[src/logic/cart_bus_pkg.sv]
package cart_bus_pkg;

    ////////////////////////////////////////////////////////////
    // bus types
    ////////////////////////////////////////////////////////////

    typedef logic [15:0] cpu_addr_t;
    typedef logic [7:0]  cpu_data_t;
    typedef logic [2:0]  msel_t;        // active low: bit0 a0-a7, bit1 a8-a15, bit2 flags
    typedef logic [3:0]  vol_t;

    // mux sequencer, a set/sample pair per group plus one idle slot
    typedef enum logic [2:0] {
        PH_LOW_SET,
        PH_LOW_SAMPLE,
        PH_HIGH_SET,
        PH_HIGH_SAMPLE,
        PH_CTRL_SET,
        PH_CTRL_SAMPLE,
        PH_IDLE
    } mux_phase_e;

    ////////////////////////////////////////////////////////////
    // config port encodings
    ////////////////////////////////////////////////////////////

    typedef enum logic [1:0] {
        MAP_KONAMI     = 2'd0,
        MAP_KONAMI_SCC = 2'd1,
        MAP_ASCII16    = 2'd2,
        MAP_ASCII8     = 2'd3
    } mapper_type_e;

    typedef enum logic [7:0] {
        CMD_KONAMI     = 8'h04,
        CMD_KONAMI_SCC = 8'h05,
        CMD_ASCII8     = 8'h08,
        CMD_ASCII16    = 8'h16
    } cfg_cmd_e;

    // high nibble picks the volume, low nibble is the attenuation
    typedef enum logic [3:0] {
        VOL_OPLL = 4'hD,
        VOL_PSG  = 4'hE,
        VOL_SCC  = 4'hF
    } vol_sel_e;

    localparam cpu_addr_t CFG_PORT   = 16'h008F;   // only low byte decoded
    localparam cpu_addr_t SDC_SDATA  = 16'h7C00;   // 512 byte sector window
    localparam cpu_addr_t SDC_ENABLE = 16'h7E00;

    localparam vol_t      VOL_BASE      = 4'd9;
    localparam cpu_data_t BUS_IDLE_BYTE = 8'hFF;

endpackage
[src/logic/cart_top.sv]
`timescale 1ns/10ps

module cart_top #(
    parameter int SYNC_STAGES = 2
) (
    input  logic                       clk108_w,
    input  logic                       ram_enabled_w,
    input  cart_bus_pkg::cpu_data_t    mp,
    input  logic                       rd_n,
    input  logic                       wr_n,
    input  logic                       sltsl_n,
    input  cart_bus_pkg::cpu_data_t    cd_in,
    output cart_bus_pkg::msel_t        msel_n,
    output cart_bus_pkg::cpu_data_t    cd_out,
    output logic                       datadir,
    output logic                       sd_enabled,
    output cart_bus_pkg::mapper_type_e mapper_type,
    output logic                       scc_enable,
    output cart_bus_pkg::vol_t         scc_vol,
    output cart_bus_pkg::vol_t         psg_vol,
    output cart_bus_pkg::vol_t         opll_vol
);
    import cart_bus_pkg::*;

    cpu_addr_t addr;
    logic      merq_n;
    logic      iorq_n;
    logic      m1_n;
    logic      sltsl_active;
    logic      wr_strobe;
    logic      rd_strobe;
    logic      rd_active;
    cpu_data_t buf_data;
    logic      buf_valid;

    ////////////////////////////////////////////////////////////
    // cartridge bus front end
    ////////////////////////////////////////////////////////////

    bus_demux #(
        .SYNC_STAGES (SYNC_STAGES)
    ) u_bus_demux (
        .clk108_w      (clk108_w),
        .ram_enabled_w (ram_enabled_w),
        .mp            (mp),
        .rd_n          (rd_n),
        .wr_n          (wr_n),
        .sltsl_n       (sltsl_n),
        .msel_n        (msel_n),
        .addr          (addr),
        .merq_n        (merq_n),
        .iorq_n        (iorq_n),
        .m1_n          (m1_n),
        .sltsl_active  (sltsl_active),
        .wr_strobe     (wr_strobe),
        .rd_strobe     (rd_strobe),
        .rd_active     (rd_active)
    );

    config_port u_config_port (
        .clk108_w      (clk108_w),
        .ram_enabled_w (ram_enabled_w),
        .addr          (addr),
        .iorq_n        (iorq_n),
        .m1_n          (m1_n),
        .wr_strobe     (wr_strobe),
        .cd_in         (cd_in),
        .mapper_type   (mapper_type),
        .scc_enable    (scc_enable),
        .scc_vol       (scc_vol),
        .psg_vol       (psg_vol),
        .opll_vol      (opll_vol)
    );

    sector_buffer u_sector_buffer (
        .clk108_w      (clk108_w),
        .ram_enabled_w (ram_enabled_w),
        .addr          (addr),
        .merq_n        (merq_n),
        .iorq_n        (iorq_n),
        .m1_n          (m1_n),
        .sltsl_active  (sltsl_active),
        .wr_strobe     (wr_strobe),
        .rd_strobe     (rd_strobe),
        .cd_in         (cd_in),
        .sd_enabled    (sd_enabled),
        .buf_data      (buf_data),
        .buf_valid     (buf_valid)
    );

    cart_bus_driver u_cart_bus_driver (
        .clk108_w      (clk108_w),
        .ram_enabled_w (ram_enabled_w),
        .rd_active     (rd_active),
        .rd_strobe     (rd_strobe),
        .buf_valid     (buf_valid),
        .buf_data      (buf_data),
        .cd_out        (cd_out),
        .datadir       (datadir)
    );

endmodule

[src/logic/cart_bus_driver.sv]
`timescale 1ns/10ps

module cart_bus_driver (
    input  logic                    clk108_w,
    input  logic                    ram_enabled_w,
    input  logic                    rd_active,
    input  logic                    rd_strobe,
    input  logic                    buf_valid,
    input  cart_bus_pkg::cpu_data_t buf_data,
    output cart_bus_pkg::cpu_data_t cd_out,
    output logic                    datadir
);
    import cart_bus_pkg::*;

    logic ff_rd_pend;   // read issued last cycle

    ////////////////////////////////////////////////////////////
    // data bus direction and read data
    ////////////////////////////////////////////////////////////

    always_ff @(posedge clk108_w or negedge ram_enabled_w) begin
        if (!ram_enabled_w) begin
            datadir    <= 1'b1;             // bus towards the cartridge
            ff_rd_pend <= 1'b0;
            cd_out     <= BUS_IDLE_BYTE;
        end else begin
            datadir    <= ~rd_active;
            ff_rd_pend <= rd_strobe;
            if (buf_valid) begin
                cd_out <= buf_data;
            end else if (ff_rd_pend) begin
                cd_out <= BUS_IDLE_BYTE;    // nobody answered
            end
        end
    end

endmodule

[src/logic/sector_buffer.sv]
`timescale 1ns/10ps

module sector_buffer (
    input  logic                    clk108_w,
    input  logic                    ram_enabled_w,
    input  cart_bus_pkg::cpu_addr_t addr,
    input  logic                    merq_n,
    input  logic                    iorq_n,
    input  logic                    m1_n,
    input  logic                    sltsl_active,
    input  logic                    wr_strobe,
    input  logic                    rd_strobe,
    input  cart_bus_pkg::cpu_data_t cd_in,
    output logic                    sd_enabled,
    output cart_bus_pkg::cpu_data_t buf_data,
    output logic                    buf_valid
);
    import cart_bus_pkg::*;

    cpu_data_t  ff_mem [512];
    logic       mem_cycle;
    logic       in_window;
    logic       at_enable;
    logic       buf_hit;
    logic [8:0] offset;

    ////////////////////////////////////////////////////////////
    // address decode
    ////////////////////////////////////////////////////////////

    // plain memory cycle in our slot
    assign mem_cycle = sltsl_active & ~merq_n & iorq_n & m1_n;
    assign in_window = (addr >= SDC_SDATA) && (addr < SDC_ENABLE);
    assign at_enable = (addr == SDC_ENABLE);
    assign buf_hit   = mem_cycle & in_window & sd_enabled;
    assign offset    = addr[8:0];

    ////////////////////////////////////////////////////////////
    // enable register and read answer
    ////////////////////////////////////////////////////////////

    always_ff @(posedge clk108_w or negedge ram_enabled_w) begin
        if (!ram_enabled_w) begin
            sd_enabled <= 1'b0;
            buf_valid  <= 1'b0;
        end else begin
            if (wr_strobe && mem_cycle && at_enable) begin
                sd_enabled <= cd_in[0];
            end
            // enable reg answers even while the buffer is off
            buf_valid <= rd_strobe & (buf_hit | (mem_cycle & at_enable));
        end
    end

    // sector storage, cpu port only
    always_ff @(posedge clk108_w) begin
        if (wr_strobe && buf_hit) begin
            ff_mem[offset] <= cd_in;
        end
        if (rd_strobe) begin
            if (at_enable) begin
                buf_data <= {7'b0, sd_enabled};
            end else begin
                buf_data <= ff_mem[offset];
            end
        end
    end

endmodule

[src/logic/config_port.sv]
`timescale 1ns/10ps

module config_port (
    input  logic                         clk108_w,
    input  logic                         ram_enabled_w,
    input  cart_bus_pkg::cpu_addr_t      addr,
    input  logic                         iorq_n,
    input  logic                         m1_n,
    input  logic                         wr_strobe,
    input  cart_bus_pkg::cpu_data_t      cd_in,
    output cart_bus_pkg::mapper_type_e   mapper_type,
    output logic                         scc_enable,
    output cart_bus_pkg::vol_t           scc_vol,
    output cart_bus_pkg::vol_t           psg_vol,
    output cart_bus_pkg::vol_t           opll_vol
);
    import cart_bus_pkg::*;

    logic port_hit;
    vol_t new_vol;

    // io write to 8fh, not an interrupt ack
    assign port_hit = wr_strobe & ~iorq_n & m1_n & (addr[7:0] == CFG_PORT[7:0]);
    assign new_vol  = VOL_BASE - cd_in[3:0];    // wraps in 4 bits

    always_ff @(posedge clk108_w or negedge ram_enabled_w) begin
        if (!ram_enabled_w) begin
            mapper_type <= MAP_KONAMI_SCC;
            scc_enable  <= 1'b1;
            scc_vol     <= '0;
            psg_vol     <= '0;
            opll_vol    <= '0;
        end else if (port_hit) begin
            // mapper opcodes
            case (cd_in)
                CMD_KONAMI_SCC: begin
                    mapper_type <= MAP_KONAMI_SCC;
                    scc_enable  <= 1'b1;
                end
                CMD_ASCII16: begin
                    mapper_type <= MAP_ASCII16;
                    scc_enable  <= 1'b0;
                end
                CMD_ASCII8: begin
                    mapper_type <= MAP_ASCII8;
                    scc_enable  <= 1'b0;
                end
                CMD_KONAMI: begin
                    mapper_type <= MAP_KONAMI;
                    scc_enable  <= 1'b0;
                end
                default: ;
            endcase

            // volume writes, decoded apart from the opcodes
            case (cd_in[7:4])
                VOL_SCC:  scc_vol  <= new_vol;
                VOL_PSG:  psg_vol  <= new_vol;
                VOL_OPLL: opll_vol <= new_vol;
                default: ;
            endcase
        end
    end

endmodule

[src/logic/bus_demux.sv]
`timescale 1ns/10ps

module bus_demux #(
    parameter int SYNC_STAGES = 2
) (
    input  logic                    clk108_w,
    input  logic                    ram_enabled_w,
    input  cart_bus_pkg::cpu_data_t mp,
    input  logic                    rd_n,
    input  logic                    wr_n,
    input  logic                    sltsl_n,
    output cart_bus_pkg::msel_t     msel_n,
    output cart_bus_pkg::cpu_addr_t addr,
    output logic                    merq_n,
    output logic                    iorq_n,
    output logic                    m1_n,
    output logic                    sltsl_active,
    output logic                    wr_strobe,
    output logic                    rd_strobe,
    output logic                    rd_active
);
    import cart_bus_pkg::*;

    mux_phase_e ff_phase;
    cpu_data_t  ff_low;
    cpu_data_t  ff_high;
    logic [2:0] ff_sync [SYNC_STAGES];  // {sltsl_n, wr_n, rd_n}
    logic [1:0] ff_last;                // {wr_n, rd_n} one cycle behind
    logic [2:0] pins;

    ////////////////////////////////////////////////////////////
    // mux sequencer
    ////////////////////////////////////////////////////////////

    always_ff @(posedge clk108_w or negedge ram_enabled_w) begin
        if (!ram_enabled_w) begin
            ff_phase <= PH_IDLE;
            msel_n   <= 3'b111;
        end else begin
            case (ff_phase)
                PH_IDLE: begin
                    msel_n   <= 3'b110;         // a0-a7
                    ff_phase <= PH_LOW_SET;
                end
                PH_LOW_SET:     ff_phase <= PH_LOW_SAMPLE;
                PH_LOW_SAMPLE: begin
                    msel_n   <= 3'b101;         // a8-a15
                    ff_phase <= PH_HIGH_SET;
                end
                PH_HIGH_SET:    ff_phase <= PH_HIGH_SAMPLE;
                PH_HIGH_SAMPLE: begin
                    msel_n   <= 3'b011;         // merq, iorq, m1 ...
                    ff_phase <= PH_CTRL_SET;
                end
                PH_CTRL_SET:    ff_phase <= PH_CTRL_SAMPLE;
                default: begin
                    msel_n   <= 3'b111;
                    ff_phase <= PH_IDLE;
                end
            endcase
        end
    end

    // address bytes, published together with the flags
    always_ff @(posedge clk108_w) begin
        if (ff_phase == PH_LOW_SAMPLE) ff_low <= mp;
        if (ff_phase == PH_HIGH_SAMPLE) ff_high <= mp;
        if (ff_phase == PH_CTRL_SAMPLE) addr <= {ff_high, ff_low};
    end

    always_ff @(posedge clk108_w or negedge ram_enabled_w) begin
        if (!ram_enabled_w) begin
            merq_n <= 1'b1;
            iorq_n <= 1'b1;
            m1_n   <= 1'b1;
        end else if (ff_phase == PH_CTRL_SAMPLE) begin
            merq_n <= mp[0];
            iorq_n <= mp[1];
            m1_n   <= mp[7];
        end
    end

    ////////////////////////////////////////////////////////////
    // strobe sync and edge detect
    ////////////////////////////////////////////////////////////

    assign pins = ff_sync[SYNC_STAGES-1];

    always_ff @(posedge clk108_w or negedge ram_enabled_w) begin
        if (!ram_enabled_w) begin
            for (int i = 0; i < SYNC_STAGES; i++) begin
                ff_sync[i] <= 3'b111;
            end
            ff_last      <= 2'b11;
            wr_strobe    <= 1'b0;
            rd_strobe    <= 1'b0;
            sltsl_active <= 1'b0;
        end else begin
            ff_sync[0] <= {sltsl_n, wr_n, rd_n};
            for (int i = 1; i < SYNC_STAGES; i++) begin
                ff_sync[i] <= ff_sync[i-1];
            end
            ff_last      <= pins[1:0];
            wr_strobe    <= ff_last[1] & ~pins[1];              // io or slot write
            rd_strobe    <= ff_last[0] & ~pins[0] & ~pins[2];   // slot reads only
            sltsl_active <= ~pins[2];
        end
    end

    assign rd_active = ~pins[0] & ~pins[2];

endmodule

[config.mk]
export PLATFORM = sky130hd
export DESIGN_NAME = cart_top
export DESIGN_NICKNAME = d
export VERILOG_FILES = /design/src/logic/cart_bus_pkg.sv /design/src/logic/cart_top.sv /design/src/logic/cart_bus_driver.sv /design/src/logic/sector_buffer.sv /design/src/logic/config_port.sv /design/src/logic/bus_demux.sv
export SDC_FILE = /design/constraint.sdc
export NUM_CORES = 2
export LEC_CHECK = 0
export BUFFER_PORTS_ARGS = -buffer_cell sky130_fd_sc_hd__buf_2
export CAP_MARGIN = 20
export CORE_MARGIN = 10
export CORE_UTILIZATION = 32
export DETAILED_ROUTE_END_ITERATION = 8
export SETUP_SLACK_MARGIN = 0.02
export SLEW_MARGIN = 20
export SYNTH_ARGS = -nofsm -noshare
export SYNTH_HDL_FRONTEND = slang
export SYNTH_SLANG_ARGS = --single-unit
export TNS_END_PERCENT = 100
[constraint.sdc]
create_clock -name clk108_w -period 2.8 [get_ports clk108_w]
set_input_delay 0.42 -clock clk108_w [delete_from_list [all_inputs] [get_ports clk108_w]]
set_output_delay 0.42 -clock clk108_w [all_outputs]
set_load 0.1 [all_outputs]
After elaboration in Yosys (flattened, before gate mapping). Memory sizes are Yosys's and may differ from the RTL's. A register that Yosys moved wholly into a read port is not among the register bits. Index checks and enable logic that the tools add are counted. Widths: inputs -> output; s select.

Register bits: 87. Memory bits (writable): 4096. Output and inout bits: 28. Word-level logic and storage cells: 91. Memories: 1.

Memories: u_sector_buffer.ff_mem (words 512, width 8, rd ports 1, clocked after memory_dff 1, wr ports 1, line sector_buffer.sv:20) `cpu_data_t ff_mem [512];`.

$add $sub $neg: 1. $lt $le $gt $ge: 2. Equal/unequal tests: 15. Multiplexer cells: 10. Bitwise gates (word level): 21. Reductions and logical operators: 15.

Operator list (number): $pmux 3 s6 (1); $eq 16x15->1 const B (1); $eq 8x3->1 const B (2); $ge 16x15->1 const B (1); $lt 16x15->1 const B (1); $mux 8 (2); $and 1x1->1 (14); $eq 4x4->1 const B (3); $pmux 3 s4 (1); $reduce_and 2->1 (5); $eq 3x3->1 const B (3); $mux 9 (1); $eq 8x4->1 const B (1); $eq 8x5->1 const B (1); $eq 8x8->1 const B (1); $pmux 2 s4 (1); $eq 3x2->1 const B (2); $not 1->1 (6); $reduce_or 3->1 (2); $logic_and 1x1->1 (4); $reduce_bool 2->1 (2); $reduce_bool 4->1 (1); $sub 4x4->4 const A (1); $eq 3x1->1 const B (1); 4 further kinds (6).

Longest topological paths before layout.
Word-level depth: 9. Gate-level depth with buffers: 14. Mapped depth without buffers: 8.

Hierarchy. From an unflattened synthesis, not the netlist that was laid out.

Cell total of the unflattened synthesis: 7542. Area total of the unflattened synthesis: 161915.3 um2.

Modules (own cells, without submodules): sector_buffer (times used 1, cells each 7357, area an instance 159056.3 um2, sequential area each 123288.2 um2); bus_demux (times used 1, cells each 80, area an instance 1677.9 um2, sequential area each 1481.4 um2); config_port (times used 1, cells each 68, area an instance 799.5 um2, sequential area each 377.9 um2); cart_bus_driver (times used 1, cells each 37, area an instance 381.6 um2, sequential area each 261.5 um2).

Least setup slack after synthesis. Ideal clock, no wire load.

Path kind: register -> register. Start point: register u_sector_buffer.sd_enabled. End point: memory u_sector_buffer.ff_mem[299][0] (netlist name), enable pin. Library setup time: 0.370 ns. Arrival: 2.779 ns. Required time: 2.430 ns. Setup slack: -0.349 ns. Stages on the path, launching flop included: 8. Buffers on the path: 1. Cells stage by stage: dfrtp_1 and4b_1 nand2_1 or2_2 nor3b_1 nand2_1 clkbuf_1 nor2_1.

Longest elaborated chain between the ends: 4.

RTL lines: start, declared (line sector_buffer.sv:14) `output logic sd_enabled,`; start signal, assigned (line sector_buffer.sv:48) `sd_enabled <= cd_in[0];`; $and 1x1->1 (line sector_buffer.sv:35) `assign buf_hit = mem_cycle & in_window & sd_enabled;`; $logic_and 1x1->1 (line sector_buffer.sv:57) `if (wr_strobe && buf_hit) begin`; $mux 1 (line sector_buffer.sv:57); $mux 1 (not written as such) (line sector_buffer.sv:58) `ff_mem[offset] <= cd_in;`; end, declared (line sector_buffer.sv:20).

No other way between the ends.

==> key figures <==
Yosys
  • Share of flip-flops with an asynchronous set or reset: 1.121%
  • Syn nets: between 7k and 8k
  • Yosys reg bits: 4192
  • Average size of a mapped cell: 20.78 um^2
  • Count of cell types in the netlist: 86
  • Mapped Cells: 7850
  • EDFF count, synth: between 4k and 5k
  • Sequential area share after synthesis: 77.00%
  • Ys Warns: 0
  • Synth Flop Type: edfxtp_1
  • Post-Syn Area: 163100 um^2

Routing
  • Routed len/inst: 30.17 um
  • Initial DRC count: 12.77k
  • Drt via density: approximately 5.4
  • Drt pass-1 iters: 6
  • Overall routed net length: 509.7 mm
  • Antenna viol nets, final: 0
  • Vias: between 90k and 100k
  • Post-route DRC: 0

STA
  • RSZ-0062 raised after global routing: true
  • Slew margin rel.: 16.57%
  • Fmax: ~0.29 GHz
  • Slew Limit Fails: 0
  • Worst Max-Slew Pin Slew: 1247 ps
  • Setup ws final: -641.9 ps
  • Final Cycle Share: 122.9%
  • Clock skew: 63.22 ps
  • Final hold violation count: 0
  • Number of setup violations in the final report: 8
  • Post-layout min period: ~3400 ps

Worst setup path
  • Worst-path maximum fanout: 8
  • CP startpoint kind: flip-flop
  • Kind of critical path: reg2reg
  • Worst setup EP type: flip-flop
  • Worst-case reg-to-reg path depth: 9
  • WP data arrival: roughly 4200 ps
  • CP Data Required Time: 3530 ps
  • Reg2Reg Setup Slack: -640 ps
  • Terminus of the critical flop-to-flop path: u_sector_buffer.buf_data[1]

Job
  • Number of max-cap violations: 0

Placed design
  • Number of port buffers: between 40 and 50
  • DP Area: 185300 um^2
  • HPWL after DPL: around 340 mm
  • Routability cong.: 0.8769
  • Post-Place Cells: approximately 16k
  • Place WS: -1660 ps

Floorplanning
  • Die area: 538700 um^2
  • Area of the core: 508400 um^2
  • Die X: 733.9 um
  • Die H: 733.9 um
  • Row count: 262
  • Initial Utilization: 32.08%
  • Top-Level Pins: 49

Final layout
  • Share of layout cells above drive strength 1: 37.31%
  • Util after Layout: between 30% and 40%
  • Nets: 9820
  • Final Instance Area: a little over 200000 um^2
  • Layout Cells excl Fill: 16.90k
  • Filler cells: 44.57k
  • Syn-to-layout area delta: 24.18%

Status
  • Violated checks: negative setup slack
  • Outcome: finished, violations left

Clock network
  • Worst-path clk slew: around 60 ps
  • Clock Latency Late Sink: approximately 980 ps
  • Clock sinks: 4192
  • Num CTS Buffers: 415
  • CTS root buf: clkbuf_16
  • CTS tree: yes
  • H-Tree Depth: 5
  • Clock buffer depth: 4

Global routing
  • Vias in the first global route: 91.14k
  • First-pass GRT wire length: 710.9 mm
  • Initial antenna violation count: 30
  • Aggregate global-route resource usage: 18.19%
  • Grt total ovfl: 0
  • Largest net degree at the start of global routing: 161

Pwr
  • Sw frac: around 20%
  • Pwr/cell area: ~630 nW/um^2
  • Leakage power: 0.06724 uW
  • Total net switching power: around 25000 uW
  • Worst VDD drop: 0.0005159 V
  • Clock power frac: 44.7%
  • Int Power: 101500 uW
  • Comb pwr share: about 1.1%
  • Sequential share of power: 54.3%

Worst hold path
  • Hold depth: 2
  • Hold Crit Class: in2reg
  • Hold Startpoint: rd_n
  • Endpoint, Worst Hold: u_bus_demux.ff_sync[3]
-- flip-flops by register name, indices dropped and copies added (netlist names), 2 cells and up, named ones only --
signal and cells:
u_config_port.scc_vol 4, u_cart_bus_driver.cd_out 8, u_bus_demux.addr 16, u_bus_demux.pins 3, u_bus_demux.ff_sync 3, u_bus_demux.ff_low 8, u_sector_buffer.buf_data 8, u_bus_demux.msel_n 3
u_config_port.mapper_type 2, u_config_port.psg_vol 4, u_sector_buffer.ff_mem 4096, u_bus_demux.ff_high 8, u_bus_demux.ff_last 2, u_config_port.opll_vol 4, u_bus_demux.ff_phase 2
-- worst max path at each step --
| stage | startpoint | end | slack [ps] | cells after the start |
|---|---|---|---|---|
| final | flip-flop | u_sector_buffer.buf_data[1] | -640 | 9 |
| after floorplan | u_sector_buffer.sd_enabled | u_sector_buffer.ff_mem[299][0] | -50 | 7 |
| after global routing | flip-flop | u_sector_buffer.buf_data[1] | -620 | 12 |
| after detailed placement | flip-flop | u_sector_buffer.buf_data[1] | -1660 | 12 |
| after CTS | flip-flop | u_sector_buffer.buf_data[5] | -570 | 11 |
| after global placement | flip-flop | u_sector_buffer.buf_data[1] | -1630 | 12 |
-- metrics by stage --
stage | hold slack (ps) | setup TNS (ps) | total power, uW
floorplan | 124.4 | -26040 | 70300
global route | 65.30 | -4563 | 130300
detailed placement | 346.8 | -110580 | 71580
finish | 74.79 | -4571 | 127000
CTS | 5.666 | -4190 | 127700
global placement | 347.5 | -83710 | 71480
-- power groups by stage --
stage | logic [uW] | clock network [uW] | registers (uW)
6_report | 1360 | 56700 | 68900
5_1_grt | 1430 | 59900 | 68900
4_1_cts | 1350 | 57400 | 68900
3_5_place_dp | 1320 | 0 | 70300
3_3_place_gp | 1230 | 0 | 70300
2_1_floorplan | 14.8 | 0 | 70300
-- cell type report --
type / count / area [um^2] / share of cell area (%)
Sequential cell: 4192 / 125600 / 62.02
Clock inverter: 263 / 2900 / 1.432
Tap cell: 6732 / 8423 / 4.159
Multi-Input combinational cell: 3163 / 35830 / 17.69
Antenna cell: 11 / 27.53 / 0.01359
Timing Repair Buffer: 2007 / 18760 / 9.261
Inverter: 19 / 87.58 / 0.04324
Clock buffer: 508 / 10900 / 5.384
-- cells in the mapped netlist, types with 15 or more instances --
cell type	n	share of area, %
a211oi_1	71	0.33
edfxtp_1	4136	76
a22oi_1	55	0.25
a221oi_1	22	0.12
o221ai_1	68	0.37
mux4_1	28	0.45
and3_1	16	0.061
dfstp_2	27	0.43
mux2i_1	382	2.3
inv_1	16	0.037
buf_12	16	0.20
buf_4	62	0.29
nand2_1	290	0.67
mux2_2	33	0.23
a21oi_1	93	0.29
nor2b_1	24	0.092
buf_6	65	0.45
nor2_1	595	1.4
o21ai_0	106	0.33
nand4_1	20	0.077
buf_8	15	0.14
clkbuf_1	178	0.41
nor3_1	53	0.16
o22ai_1	143	0.55
dfrtp_1	20	0.31
a2111oi_0	22	0.12
mux4_2	877	12
a22o_1	15	0.081
nor4_1	18	0.069
a31oi_1	28	0.11
buf_2	124	0.38
nand3_1	56	0.17
-- metal layers --
layer	vias to the layer above	global-route usage, %	part of all wire (%)
li1	36550	-	-
met3	915	3.831	10
met4	16	6.658	4.2
met1	48260	24.75	39
met2	5111	28.83	46
met5	-	0	0.022
-- placed cells by master (no fill, tap or decap), types with 19 or more instances in the layout --
master / count
edfxtp_1: 4136
nor3_1: 42
clkinvlp_4: 20
buf_2: 40
nand4_1: 20
bufinv_16: 50
nor2_2: 31
a211oi_1: 54
mux2i_1: 376
buf_6: 61
nand2_1: 269
mux2_2: 33
buf_12: 224
mux4_2: 877
o22ai_1: 130
clkbuf_16: 425
dfrtp_1: 19
buf_8: 22
clkinv_2: 78
a21oi_1: 71
dlygate4sd3_1: 21
clkbuf_1: 85
nand3_1: 42
clkinv_1: 81
a31oi_1: 24
dfstp_2: 27
buf_16: 19
o221ai_1: 56
o21ai_0: 84
mux4_1: 28
a22oi_1: 49
buf_4: 1613
nor2_1: 562
-- worst max-delay path, stage by stage (launching register included) --
cell	delay, ps
dfxtp_2	570
buf_4	240
nand2_1	250
buf_12	260
nor2_1	940
buf_4	250
a221oi_1	90
a211oi_2	310
buf_4	190
nor3_2	40
-- logic make-up (layout without fill, tap and decap cells) --
| group | count (synthesis) | count (layout) | synth area share, % |
|---|---|---|---|
| buffers and inverters | 495 | 2797 | 1.949 |
| flip-flops | 4192 | 4192 | 77.00 |
| AO/OA/AOI/OAI | 697 | 697 | 2.925 |
| adder cells (fa/ha/maj) | 1 | 1 | 0.007670 |
| other | 0 | 11 | 0 |
| multiplexers | 1320 | 1320 | 15.13 |
| XOR/XNOR | 2 | 2 | 0.01074 |
| AND/OR/NAND/NOR | 1143 | 1143 | 2.977 |
-- timing repair --
| item | CTS | global route |
|---|---|---|
| resized for setup | 279 | 145 |
| cloned | 11 | 2 |
| endpoints found under the hold margin | 252 | 0 |
| buffers inserted | 63 | 50 |
| hold buffers | 21 | 0 |
| pin swaps | 53 | 52 |
| endpoints found under the setup margin | 1179 | 826 |
No activity file was read; power rests on OpenSTA's default activity.
